===== config.mk =====
export PLATFORM = sky130hd
export DESIGN_NAME = cnn_core_top
export DESIGN_NICKNAME = d
export VERILOG_FILES = /design/src/cnn_pkg.sv /design/src/cnn_core_top.sv /design/src/fc_argmax_stage.sv /design/src/max_pool_stage.sv /design/src/conv_relu_stage.sv /design/src/weight_dma.sv
export VERILOG_INCLUDE_DIRS = /design/src /design/src/src
export SDC_FILE = /design/constraint.sdc
export NUM_CORES = 2
export LEC_CHECK = 0
export BUFFER_PORTS_ARGS = -buffer_cell sky130_fd_sc_hd__buf_2
export CAP_MARGIN = 30
export CORE_MARGIN = 1
export CORE_UTILIZATION = 45
export DETAILED_ROUTE_END_ITERATION = 8
export MAX_ROUTING_LAYER = met4
export SKIP_CTS_REPAIR_TIMING = 1
export SLEW_MARGIN = 20
export SYNTH_ARGS = -nofsm -noshare
export SYNTH_HDL_FRONTEND = slang
export SYNTH_HIERARCHICAL = 1
export SYNTH_SLANG_ARGS = --single-unit

===== constraint.sdc =====
create_clock -name clk -period 13.71 [get_ports clk]
set_input_delay 2.742 -clock clk [delete_from_list [all_inputs] [get_ports clk]]
set_output_delay 2.742 -clock clk [all_outputs]
set_load 0.01 [all_outputs]

===== src/cnn_config.svh =====
`ifndef CNN_CONFIG_SVH
`define CNN_CONFIG_SVH

// frame geometry
`define CNN_FRAME_LEN  16  // samples per frame
`define CNN_TAPS       4   // conv kernel length
`define CNN_POOL_LEN   6   // pooled features per frame
`define CNN_NUM_CLASS  4   // classifier outputs

// weight image in external sram
`define CNN_WGT_WORDS  25  // word 0 taps, words 1..24 fc
`define CNN_WGT_W      16  // sram word width

// datapath widths
`define CNN_PIX_W      8   // unsigned sample
`define CNN_FEAT_W     16  // post-relu feature
`define CNN_ACC_W      32  // fc class score
`define CNN_ADDR_W     16  // sram address

`endif

===== src/cnn_pkg.sv =====
`include "cnn_config.svh"

package cnn_pkg;

  // one conv tap, four of them fill a weight word
  typedef logic signed [`CNN_WGT_W/`CNN_TAPS-1:0] tap_t;

  // sram word, either the tap nibbles or one fc weight
  typedef union packed {
    tap_t [`CNN_TAPS-1:0]          conv;  // tap 0 in low nibble
    logic signed [`CNN_WGT_W-1:0]  fc;    // class-major fc weight
  } wgt_word_u;

  // dma write broadcast to local weight stores
  typedef struct packed {
    logic                              valid;
    logic [$clog2(`CNN_WGT_WORDS)-1:0] index;  // sram word number
    wgt_word_u                         word;
  } wgt_wr_t;

  // input sample beat
  typedef struct packed {
    logic                  valid;
    logic [`CNN_PIX_W-1:0] data;
  } pix_beat_t;

  // feature beat between stages
  typedef struct packed {
    logic                   valid;
    logic                   last;  // final feature of frame
    logic [`CNN_FEAT_W-1:0] data;
  } feat_beat_t;

  // classification result
  typedef struct packed {
    logic                              valid;
    logic [$clog2(`CNN_NUM_CLASS)-1:0] class_idx;
  } result_t;

endpackage


===== src/cnn_core_top.sv =====
`include "cnn_config.svh"

module cnn_core_top import cnn_pkg::*; (
  input  logic                   clk,
  input  logic                   rst_n,
  input  logic                   i_start,       // weight load request
  input  wgt_word_u              i_sram_data,   // external weight sram
  input  pix_beat_t              i_pix,         // sample stream
  output logic [`CNN_ADDR_W-1:0] o_sram_addr,
  output logic                   o_sram_rd,
  output logic                   o_wgt_loaded,
  output result_t                o_result       // class per frame
);

  wgt_wr_t    wr_bus;     // dma writes, both stores listen
  feat_beat_t conv_feat;  // conv to pool
  feat_beat_t pool_feat;  // pool to fc

  // sram to local stores
  weight_dma u_dma (
    .clk          (clk),
    .rst_n        (rst_n),
    .i_start      (i_start),
    .i_sram_data  (i_sram_data),
    .o_sram_addr  (o_sram_addr),
    .o_sram_rd    (o_sram_rd),
    .o_wr         (wr_bus),
    .o_wgt_loaded (o_wgt_loaded)
  );

  conv_relu_stage u_conv (
    .clk          (clk),
    .rst_n        (rst_n),
    .i_wr         (wr_bus),
    .i_wgt_loaded (o_wgt_loaded),  // samples dropped until loaded
    .i_pix        (i_pix),
    .o_feat       (conv_feat)
  );

  max_pool_stage u_pool (
    .clk    (clk),
    .rst_n  (rst_n),
    .i_feat (conv_feat),
    .o_feat (pool_feat)
  );

  // fc weights and class decision
  fc_argmax_stage u_fc (
    .clk      (clk),
    .rst_n    (rst_n),
    .i_wr     (wr_bus),
    .i_feat   (pool_feat),
    .o_result (o_result)
  );

endmodule


===== src/fc_argmax_stage.sv =====
`include "cnn_config.svh"

module fc_argmax_stage import cnn_pkg::*; (
  input  logic       clk,
  input  logic       rst_n,
  input  wgt_wr_t    i_wr,      // dma writes, words 1..24 used here
  input  feat_beat_t i_feat,    // pooled features
  output result_t    o_result
);

  localparam int POS_W = $clog2(`CNN_POOL_LEN);
  localparam int CLS_W = $clog2(`CNN_NUM_CLASS);

  logic signed [`CNN_WGT_W-1:0] wgt_q [`CNN_NUM_CLASS][`CNN_POOL_LEN];  // class-major
  logic signed [`CNN_ACC_W-1:0] acc_q [`CNN_NUM_CLASS];  // running scores
  logic [POS_W-1:0]             pos_q;       // weight column
  logic                         done_q;      // scores final
  logic                         res_valid_q;
  logic [CLS_W-1:0]             res_class_q;
  logic [CLS_W-1:0]             best_idx;
  logic signed [`CNN_ACC_W-1:0] best_val;

  // weight store, word 1 + class*6 + position
  always_ff @(posedge clk) begin
    for (int c = 0; c < `CNN_NUM_CLASS; c++) begin
      for (int p = 0; p < `CNN_POOL_LEN; p++) begin
        if (i_wr.valid && (int'(i_wr.index) == 1 + c * `CNN_POOL_LEN + p)) begin
          wgt_q[c][p] <= i_wr.word.fc;  // 16-bit view of the word
        end
      end
    end
  end

  // multiply-accumulate, first feature of frame overwrites
  always_ff @(posedge clk) begin
    if (i_feat.valid) begin
      for (int c = 0; c < `CNN_NUM_CLASS; c++) begin
        if (pos_q == '0) begin
          acc_q[c] <= $signed({1'b0, i_feat.data}) * wgt_q[c][pos_q];
        end else begin
          acc_q[c] <= acc_q[c] + $signed({1'b0, i_feat.data}) * wgt_q[c][pos_q];
        end
      end
    end
  end

  // argmax, strict compare keeps the lowest index on ties
  always_comb begin
    best_idx = '0;
    best_val = acc_q[0];
    for (int c = 1; c < `CNN_NUM_CLASS; c++) begin
      if (acc_q[c] > best_val) begin
        best_idx = CLS_W'(c);
        best_val = acc_q[c];
      end
    end
  end

  always_ff @(posedge clk or negedge rst_n) begin
    if (!rst_n) begin
      pos_q       <= '0;
      done_q      <= 1'b0;
      res_valid_q <= 1'b0;
    end else begin
      done_q      <= i_feat.valid && i_feat.last;
      res_valid_q <= done_q;  // one pulse per frame
      if (i_feat.valid) begin
        pos_q <= i_feat.last ? '0 : pos_q + 1'b1;
      end
    end
  end

  always_ff @(posedge clk) begin
    if (done_q) begin
      res_class_q <= best_idx;  // compare runs the cycle after last
    end
  end

  assign o_result = '{valid: res_valid_q, class_idx: res_class_q};

  a_result_pulse: assert property (@(posedge clk) disable iff (!rst_n)
    o_result.valid |=> !o_result.valid)
    else $error("fc_argmax_stage: result valid held longer than one cycle");

endmodule


===== src/max_pool_stage.sv =====
`include "cnn_config.svh"

module max_pool_stage import cnn_pkg::*; (
  input  logic       clk,
  input  logic       rst_n,
  input  feat_beat_t i_feat,  // conv features, 13 per frame
  output feat_beat_t o_feat   // pooled features, 6 per frame
);

  localparam int POS_W = $clog2(2 * `CNN_POOL_LEN + 1);
  localparam logic [POS_W-1:0] LAST_PAIR = POS_W'(2 * `CNN_POOL_LEN - 1);

  logic [POS_W-1:0]       pos_q;      // input feature index in frame
  logic [`CNN_FEAT_W-1:0] held_q;     // first feature of pair
  logic                   emit;
  logic                   out_valid_q;
  logic                   out_last_q;
  logic [`CNN_FEAT_W-1:0] out_data_q;

  // odd index closes a pair; the lone 13th arrives on even index
  assign emit = i_feat.valid && pos_q[0];

  always_ff @(posedge clk or negedge rst_n) begin
    if (!rst_n) begin
      pos_q       <= '0;
      out_valid_q <= 1'b0;
      out_last_q  <= 1'b0;
    end else begin
      out_valid_q <= emit;
      out_last_q  <= emit && (pos_q == LAST_PAIR);  // 6th pooled output
      if (i_feat.valid) begin
        pos_q <= i_feat.last ? '0 : pos_q + 1'b1;  // realign on frame end
      end
    end
  end

  always_ff @(posedge clk) begin
    if (i_feat.valid && !pos_q[0]) begin
      held_q <= i_feat.data;
    end
    if (emit) begin
      out_data_q <= (i_feat.data > held_q) ? i_feat.data : held_q;
    end
  end

  assign o_feat = '{valid: out_valid_q, last: out_last_q, data: out_data_q};

  a_no_back_to_back: assert property (@(posedge clk) disable iff (!rst_n)
    o_feat.valid |=> !o_feat.valid)
    else $error("max_pool_stage: pooled outputs on consecutive cycles");

endmodule


===== src/conv_relu_stage.sv =====
`include "cnn_config.svh"

module conv_relu_stage import cnn_pkg::*; (
  input  logic       clk,
  input  logic       rst_n,
  input  wgt_wr_t    i_wr,          // dma write bus, only word 0 kept
  input  logic       i_wgt_loaded,  // gates sample acceptance
  input  pix_beat_t  i_pix,
  output feat_beat_t o_feat
);

  localparam int CNT_W = $clog2(`CNN_FRAME_LEN);
  localparam logic [CNT_W-1:0] FIRST_OUT = CNT_W'(`CNN_TAPS - 1);   // 4th sample
  localparam logic [CNT_W-1:0] LAST_SMP  = CNT_W'(`CNN_FRAME_LEN - 1);

  tap_t [`CNN_TAPS-1:0]                   taps_q;       // kernel from word 0
  logic [`CNN_TAPS-1:0][`CNN_PIX_W-1:0]   win_q;        // [0] newest sample
  logic [CNT_W-1:0]                       cnt_q;        // position in frame
  logic                                   accept;
  logic                                   fire_q;       // window full
  logic                                   fire_last_q;  // window ends frame
  logic                                   feat_valid_q;
  logic                                   feat_last_q;
  logic [`CNN_FEAT_W-1:0]                 feat_data_q;
  logic signed [`CNN_FEAT_W-1:0]          dot;          // signed tap sum

  assign accept = i_pix.valid && i_wgt_loaded;  // drop until weights valid

  // signed dot product over the registered window
  always_comb begin
    dot = '0;
    for (int k = 0; k < `CNN_TAPS; k++) begin
      dot = dot + $signed({1'b0, win_q[k]}) * taps_q[k];  // zero-extend sample
    end
  end

  always_ff @(posedge clk) begin
    if (i_wr.valid && (i_wr.index == '0)) begin
      taps_q <= i_wr.word.conv;  // nibble view of word 0
    end
    if (accept) begin
      win_q <= {win_q[`CNN_TAPS-2:0], i_pix.data};  // shift in newest
    end
    if (fire_q) begin
      feat_data_q <= dot[`CNN_FEAT_W-1] ? '0 : dot;  // relu clamp
    end
  end

  always_ff @(posedge clk or negedge rst_n) begin
    if (!rst_n) begin
      cnt_q        <= '0;
      fire_q       <= 1'b0;
      fire_last_q  <= 1'b0;
      feat_valid_q <= 1'b0;
      feat_last_q  <= 1'b0;
    end else begin
      fire_q       <= accept && (cnt_q >= FIRST_OUT);
      fire_last_q  <= accept && (cnt_q == LAST_SMP);
      feat_valid_q <= fire_q;
      feat_last_q  <= fire_last_q;  // 13th feature
      if (accept) begin
        cnt_q <= (cnt_q == LAST_SMP) ? '0 : cnt_q + 1'b1;
      end
    end
  end

  assign o_feat = '{valid: feat_valid_q, last: feat_last_q, data: feat_data_q};

  // weights still in place the cycle before a feature leaves
  a_feat_after_load: assert property (@(posedge clk) disable iff (!rst_n)
    o_feat.valid |-> $past(i_wgt_loaded))
    else $error("conv_relu_stage: feature emitted after weights were invalidated");

endmodule


===== src/weight_dma.sv =====
`include "cnn_config.svh"

module weight_dma import cnn_pkg::*; (
  input  logic                   clk,
  input  logic                   rst_n,
  input  logic                   i_start,       // one-cycle load request
  input  wgt_word_u              i_sram_data,   // one cycle after read
  output logic [`CNN_ADDR_W-1:0] o_sram_addr,
  output logic                   o_sram_rd,
  output wgt_wr_t                o_wr,          // broadcast to stages
  output logic                   o_wgt_loaded   // level, all words stored
);

  localparam int IDX_W = $clog2(`CNN_WGT_WORDS);
  localparam logic [`CNN_ADDR_W-1:0] LAST_ADDR = `CNN_ADDR_W'(`CNN_WGT_WORDS - 1);
  localparam logic [IDX_W-1:0]       LAST_IDX  = IDX_W'(`CNN_WGT_WORDS - 1);

  typedef enum logic {
    ST_IDLE,
    ST_READ
  } state_e;

  state_e                 state_q;
  logic [`CNN_ADDR_W-1:0] addr_q;      // read pointer
  logic                   wr_valid_q;  // read issued last cycle
  logic [IDX_W-1:0]       wr_idx_q;    // address of that read
  logic                   loaded_q;
  logic                   start_ok;

  // start only honoured between loads
  assign start_ok = i_start && ((state_q == ST_IDLE) || loaded_q);

  always_ff @(posedge clk or negedge rst_n) begin
    if (!rst_n) begin
      state_q <= ST_IDLE;
      addr_q  <= '0;
    end else if (start_ok) begin
      state_q <= ST_READ;
      addr_q  <= '0;  // restart from word 0
    end else if (state_q == ST_READ) begin
      if (addr_q == LAST_ADDR) begin
        state_q <= ST_IDLE;  // 25th read issued
      end else begin
        addr_q <= addr_q + 1'b1;
      end
    end
  end

  always_ff @(posedge clk or negedge rst_n) begin
    if (!rst_n) begin
      wr_valid_q <= 1'b0;
      loaded_q   <= 1'b0;
    end else begin
      wr_valid_q <= (state_q == ST_READ);  // data returns next cycle
      if (start_ok) begin
        loaded_q <= 1'b0;  // reload invalidates stores
      end else if (wr_valid_q && (wr_idx_q == LAST_IDX)) begin
        loaded_q <= 1'b1;  // final write lands this edge
      end
    end
  end

  // index tag follows the read by one cycle
  always_ff @(posedge clk) begin
    wr_idx_q <= addr_q[IDX_W-1:0];
  end

  assign o_sram_addr  = addr_q;
  assign o_sram_rd    = (state_q == ST_READ);
  assign o_wgt_loaded = loaded_q;
  assign o_wr         = '{valid: wr_valid_q, index: wr_idx_q, word: i_sram_data};

  a_addr_range: assert property (@(posedge clk) disable iff (!rst_n)
    o_sram_rd |-> (o_sram_addr <= LAST_ADDR))
    else $error("weight_dma: read address past last weight word");

  a_no_wr_when_loaded: assert property (@(posedge clk) disable iff (!rst_n)
    !(o_wr.valid && o_wgt_loaded))
    else $error("weight_dma: weight write while marked loaded");

endmodule


# [Word level (Yosys, flattened, before mapping)]
# Memory sizes are Yosys's and may differ from the RTL's.
# Index checks and enable logic that the tools add are counted.
[totals] reg_bits=141 ram_bits=512 inputBits=28 output_inout_bits=21 wordCells=232 mem_count=2
[classes] add_sub_neg=11 mul=8 n_lt_le_gt_ge=6 eq_ne=29 muxes=95 bitwise_logic=6 n_reduce_logical=45
[mem_list] memory="u_fc.wgt_q" words=4 width=96 rd=4 rd_clocked_by_memory_dff=0 wr=1 line_no="fc_argmax_stage.sv:14" source="logic signed [`CNN_WGT_W-1:0] wgt_q [`CNN_NUM_CLASS][`CNN_POOL_LEN];"
[mem_list] memory="u_fc.acc_q" words=4 width=32 rd=4 rd_clocked_by_memory_dff=0 wr=4 line_no="fc_argmax_stage.sv:15" source="logic signed [`CNN_ACC_W-1:0] acc_q [`CNN_NUM_CLASS];"
[op_table] cell="96-bit 2-to-1 mux" n=3
[op_table] cell="96-bit OR reduction" n=3
[op_table] cell="16-bit binary-select mux with 3-bit select" n=4
[op_table] cell="16-bit 2-to-1 mux" n=12
[op_table] cell="32-bit 2-to-1 mux" n=6
[op_table] cell="32-bit adder" n=4
[op_table] cell="17-bit by 16-bit multiplier with 32-bit output" n=4
[op_table] cell="32-bit greater-than comparator" n=3
[op_table] cell="5-bit == test, second input constant" n=17
[op_table] cell="1-bit 2-to-1 mux" n=61
[op_table] cell="9-bit by 4-bit multiplier with 13-bit output" n=4
[op_table] cell="16-bit adder" n=3
[op_table] cell="1-bit logical AND" n=34
[op_table] cell="5-bit by 4-bit == test with 1-bit output, second input constant" n=5
[op_table] cell="6-bit 2-to-1 mux" n=3
[op_table] cell="16-bit by 1-bit adder with 16-bit output, second input constant" n=1
[op_table] cell="16-bit by 5-bit == test with 1-bit output, second input constant" n=1
[op_table] cell="16-bit greater-than comparator" n=1
[op_table] cell="5-bit by 3-bit == test with 1-bit output, second input constant" n=2
[op_table] cell="4-bit by 1-bit adder with 4-bit output, second input constant" n=2
[op_table] cell="4-bit == test, second input constant" n=2
[op_table] cell="4-bit 2-to-1 mux" n=2
[op_table] cell="2-bit 2-to-1 mux" n=3
[op_table] cell="5-bit by 2-bit == test with 1-bit output, second input constant" n=1
[op_table] cell="15 further kinds" n=19

# [Logic depth before layout (Yosys ltp)]
[logic_depth] depth_word=8 ltp_mapped=41 ltp_nobuf=38

# [Cells and area by module]
# The synthesis kept the hierarchy.
[modules_own_cells] module="fc_argmax_stage" instances=1 cells_per_inst=6346 area_per_inst_um2=63602.2 seq_area_each_um2=15559.9
[modules_own_cells] module="conv_relu_stage" instances=1 cells_per_inst=772 area_per_inst_um2=8049.0 seq_area_each_um2=2092.0
[modules_own_cells] module="max_pool_stage" instances=1 cells_per_inst=138 area_per_inst_um2=1926.8 seq_area_each_um2=1111.1
[modules_own_cells] module="weight_dma" instances=1 cells_per_inst=122 area_per_inst_um2=1206.2 seq_area_each_um2=575.6

# [Worst setup path after synthesis]
# OpenSTA, ideal clock, no wires.
[synth_timing] path_type="flip-flop to flip-flop" from="register u_fc.pos_q[0]" to="memory u_fc/acc_q[1][30] (netlist bit) (data pin)" setup_time_ns=0.260 t_arrival_ns=9.295 required_time_ns=13.450 path_slack_ns=4.155 path_stages_with_launch=41 n_path_buf=6 period_less_slack_ns=9.555 path_cell_list="dfrtp_1 > buf_4 > buf_2 > buf_2 > buf_2 > buf_2 > mux2i_1 > o21ai_1 > buf_2 > nand2_1 > fa_1 > inv_1 > fa_1 > inv_1 > fa_1 > inv_1 > fa_1 > fa_1 > (+5 left out) > a21oi_1 > nor2_1 > a311o_1 > a21oi_1 > a31oi_1 > o21a_1 > nor2_1 > xnor2_1 > ha_1 > a21o_1 > a21o_1 > a21oi_1 > nor2b_1 > a2111oi_0 > a31o_2 > o21ai_0 > xor2_1 > mux2_2"
[synth_lines] element="start, declared" line_no="fc_argmax_stage.sv:16" source="logic [POS_W-1:0] pos_q;"
[synth_lines] element="start signal, assigned" line_no="fc_argmax_stage.sv:68" source="pos_q <= i_feat.last ? '0 : pos_q + 1'b1;"
[synth_lines] element="end, declared" line_no="fc_argmax_stage.sv:15"

==> flow_metrics.py <==
metrics = {
    "routing": {
        "vias": 51300,
        "drtPass1Iterations": 7,
        "routed_wl_um": 187000,
        "wl_per_cell_um": 19.5,
        "first_iter_violations": 3209,
        "vias_per_cell": 5.35,
        "drc_errors": 4,
        "ant_nets": 0,
    },
    "final_layout": {
        "fin_nets": 9067,
        "fin_cells": 9605,
        "stdcell_area_sq_mm": 0.0801,
        "area_growth_pct": 7.12,
        "drive_above_1_share_pct": 7.17,
    },
    "clock_network": {
        "clkTransAtPathRegs_ns": 0.07,
        "cts_htree_levels": 3,
        "numCtsBuffers": 76,
        "clkSinkCount": 652,
        "cts_buffer_depth": 3,
        "cts_tree": "done",
        "clk_latency_ns": 0.72,
        "root_buffer": "clkbuf_16",
    },
    "worst_setup_path": {
        "path_depth": 33,
        "critical_path_required_ns": 14.15,
        "crit_family": "adder cells",
        "r2r_cells": 33,
        "path_buf_inv": 6,
        "crit_top_cell": "fa_1",
        "cp-start-kind": "flop",
        "regToRegSetupSlack_ns": 2.82,
        "crit_slowest_cell": "dfrtp_4",
        "crit_type": "reg -> reg",
        "crit_path_start": "u_fc/pos_q[0]$_DFFE_PN0P_",
        "crit_end": "u_fc/acc_q[0][30]$_DFFE_PP_",
        "crit_path_end_kind": "flop",
        "critical_path.max_fanout": 37,
        "crit_arrival_ns": 11.33,
        "reg2reg_to": "u_fc/acc_q[0][30]$_DFFE_PP_",
        "crit_path_max_incr_delay_ns": 0.87,
        "r2r_start": "u_fc/pos_q[0]$_DFFE_PN0P_",
    },
    "synth": {
        "synth-edff-count": 609,
        "netlist_top_cells_area": "edfxtp_1 24%, fa_1 23%, ha_1 14%, inv_1 6.5%, nand2_1 3.7%",
        "synth_top_area_cell": "edfxtp_1",
        "synth_ff_type": "edfxtp_1",
        "syn_nets": 9090,
        "synth-seq-cells": 652,
        "synth_area_per_cell_sq_um": 10.1,
        "netlist_instances": 7378,
        "yosysWarnings": 6,
        "synth.distinct_cells": 108,
        "async_reset_ff_share_pct": 5.83,
        "ys_seq_area_share_pct": 25.9,
        "yosysTopAreaCellShare_pct": 24.5,
        "synth_area_sq_mm": 0.0748,
    },
    "timing": {
        "fin_crit_sh_pct": 79.4,
        "max_slew_margin_pct": 33.4,
        "setup_viol": 0,
        "hold_violations": 0,
        "min_period_ns": 10.89,
        "clock.fmax_ghz": 0.0919,
        "timing.final.ws_setup_ns": 2.82,
        "tightest_slew_ns": 0.999,
        "fin_skew_ns": 0.0488,
        "grt_setup_unrepaired": "false",
        "drv_slew": 0,
        "timing.setup.tns_ns": 0,
    },
    "job": {
        "maxCapViolations": 0,
    },
    "floorplan": {
        "die_x_um": 410,
        "core_area_sq_mm": 0.165,
        "die_y_um": 410,
        "dieArea_sq_mm": 0.168,
        "top_level_ports": 49,
        "start_util_pct": 45.3,
        "row_count": 149,
    },
    "worst_hold_path": {
        "hold_depth": 0,
        "hp-class": "reg -> reg",
    },
    "place": {
        "dpl.cell_count": 9462,
        "post-dp-hpwl_um": 141000,
        "portBuffers": 48,
        "place_congestion": 0.917,
        "detailed_place.area_sq_mm": 0.0776,
        "post-place-ws_ns": 2.90,
    },
    "global_route": {
        "grt_pass1_wl_um": 298000,
        "antenna_found_initial": 2,
        "grt_pass1_vias": 52700,
        "grtUsageTotal_pct": 23.3,
        "grt_overflow": 0,
        "grt_max_degree": 99,
    },
    "outcome": {
        "violations": "design-rule violations",
        "status": "complete, but fails checks",
    },
}
==> Yosys cell counts, types with 10 or more instances <==
cell type,n
nor3b_1,11
buf_2,20
nor2_1,261
buf_4,24
nor2b_1,261
a21oi_1,281
mux2i_1,98
ha_1,810
inv_1,1296
nor3_1,46
o21bai_1,30
mux2_4,10
o21ai_1,23
edfxtp_1,609
a31oi_1,24
xor2_1,83
xnor2_1,182
o211ai_1,25
o31ai_1,15
a211oi_1,24
nand3_1,56
or2_2,45
dfrtp_1,38
a21boi_0,10
and3_1,28
and2_1,359
nand4_1,38
o21ai_0,253
buf_1,28
nand2_1,739
fa_1,874
clkbuf_1,202
a21o_1,127
or3_1,13
mux4_2,64
mux2_2,62
o21a_1,42
nand2b_1,91
==> stage by stage <==
stage / utilization [%] / hold slack, ns
floorplan: - / 0.331
global placement: 47.0 / 0.468
detailed placement: 47.0 / 0.450
CTS: 48.5 / 0.447
global route: 48.6 / 0.479
finish: 48.6 / 0.451
==> worst reg2reg max path: cells and delay by family (launching register included) <==
kind / cells / cell delay [ns]
buf+inv: 6 / 1.16
simple gates: 7 / 1.19
flops: 1 / 0.87
mux: 1 / 0.62
fa+ha+maj: 8 / 3.68
compound gates: 10 / 2.86
xor+xnor: 1 / 0.26
==> how the worst min path moves through the flow <==
stage	startpoint	endpoint	slack (ns)
finish	u_dma/o_sram_addr[0]$_DFFE_PN0P_	u_dma/wr_idx_q[0]$_DFF_P_	0.45
global route	u_dma/o_sram_addr[0]$_DFFE_PN0P_	u_dma/wr_idx_q[0]$_DFF_P_	0.48
CTS	u_dma/o_sram_addr[0]$_DFFE_PN0P_	u_dma/wr_idx_q[0]$_DFF_P_	0.45
detailed placement	u_dma/o_sram_addr[0]$_DFFE_PN0P_	u_dma/wr_idx_q[0]$_DFF_P_	0.45
global placement	u_dma/o_sram_addr[0]$_DFFE_PN0P_	u_dma/wr_idx_q[0]$_DFF_P_	0.47
floorplan	u_conv/fire_last_q$_DFF_PN0_	u_conv/feat_last_q$_DFF_PN0_	0.33
==> cells in the final DEF, fill, tap and decap left out, types with 56 or more instances in the layout <==
| cell type | synthesis | final |
|---|---|---|
| ha_1 | 810 | 810 |
| and2_1 | 359 | 359 |
| nor2b_1 | 261 | 261 |
| edfxtp_1 | 609 | 609 |
| mux2i_1 | 98 | 98 |
| xnor2_1 | 182 | 182 |
| nand2b_1 | 91 | 91 |
| a21o_1 | 127 | 127 |
| clkbuf_16 | 0 | 76 |
| nor2_1 | 261 | 259 |
| mux4_2 | 64 | 64 |
| o21ai_0 | 253 | 221 |
| buf_4 | 24 | 128 |
| inv_1 | 1296 | 1295 |
| nand3_1 | 56 | 56 |
| fa_1 | 874 | 874 |
| xor2_1 | 83 | 83 |
| a21oi_1 | 281 | 277 |
| nand2_1 | 739 | 738 |
| mux2_2 | 62 | 62 |
==> state kept, by name, indices dropped and copies added, names as in the netlist, 5 cells and up <==
signal / cells
u_fc/acc_q: 128
u_dma/wr_idx_q: 5
u_pool/out_data_q: 16
u_pool/held_q: 16
u_conv/win_q: 32
u_dma/o_sram_addr: 16
u_conv/feat_data_q: 15
u_conv/taps_q: 16
u_fc/wgt_q: 384
==> cell families (layout without fill, tap and decap cells) <==
group	after synthesis	in the layout	synth area share, %
adder cells (fa/ha/maj)	1684	1684	36.9
flip-flops	652	652	25.9
AO/OA/AOI/OAI	963	963	8.09
AND/OR/NAND/NOR	2000	2000	13.4
other	1	2	0.00501
XOR/XNOR	266	266	3.13
buffers and inverters	1577	1614	8.15
multiplexers	235	235	4.39
==> layout make-up <==
type / instances / area [sq um]
fillers: 15200 / 84900
multi-input cells: 5149 / 49400
flip-flops and latches: 652 / 19300
inverters: 1296 / 4860
well taps: 2189 / 2740
clock buffers: 97 / 2020
repair buffers: 180 / 1260
clock inverters: 41 / 449
diodes: 1 / 2.50
==> layer usage <==
| layer | part of all wire [%] | wire (um) | up-vias | track usage [%] |
|---|---|---|---|---|
| li1 | - | - | 24000 | - |
| met2 | 47 | 87500 | 1182 | 37.0 |
| met1 | 46 | 85800 | 25900 | 31.6 |
| met3 | 4.7 | 8880 | 235 | 2.66 |
| met4 | 2.6 | 4780 | 0 | 6.01 |
| met5 | 0 | 0 | - | - |
Power is left out: the tool's default activity adds up to more than one toggle a clock period on the data nets, which glitch-free logic cannot reach.
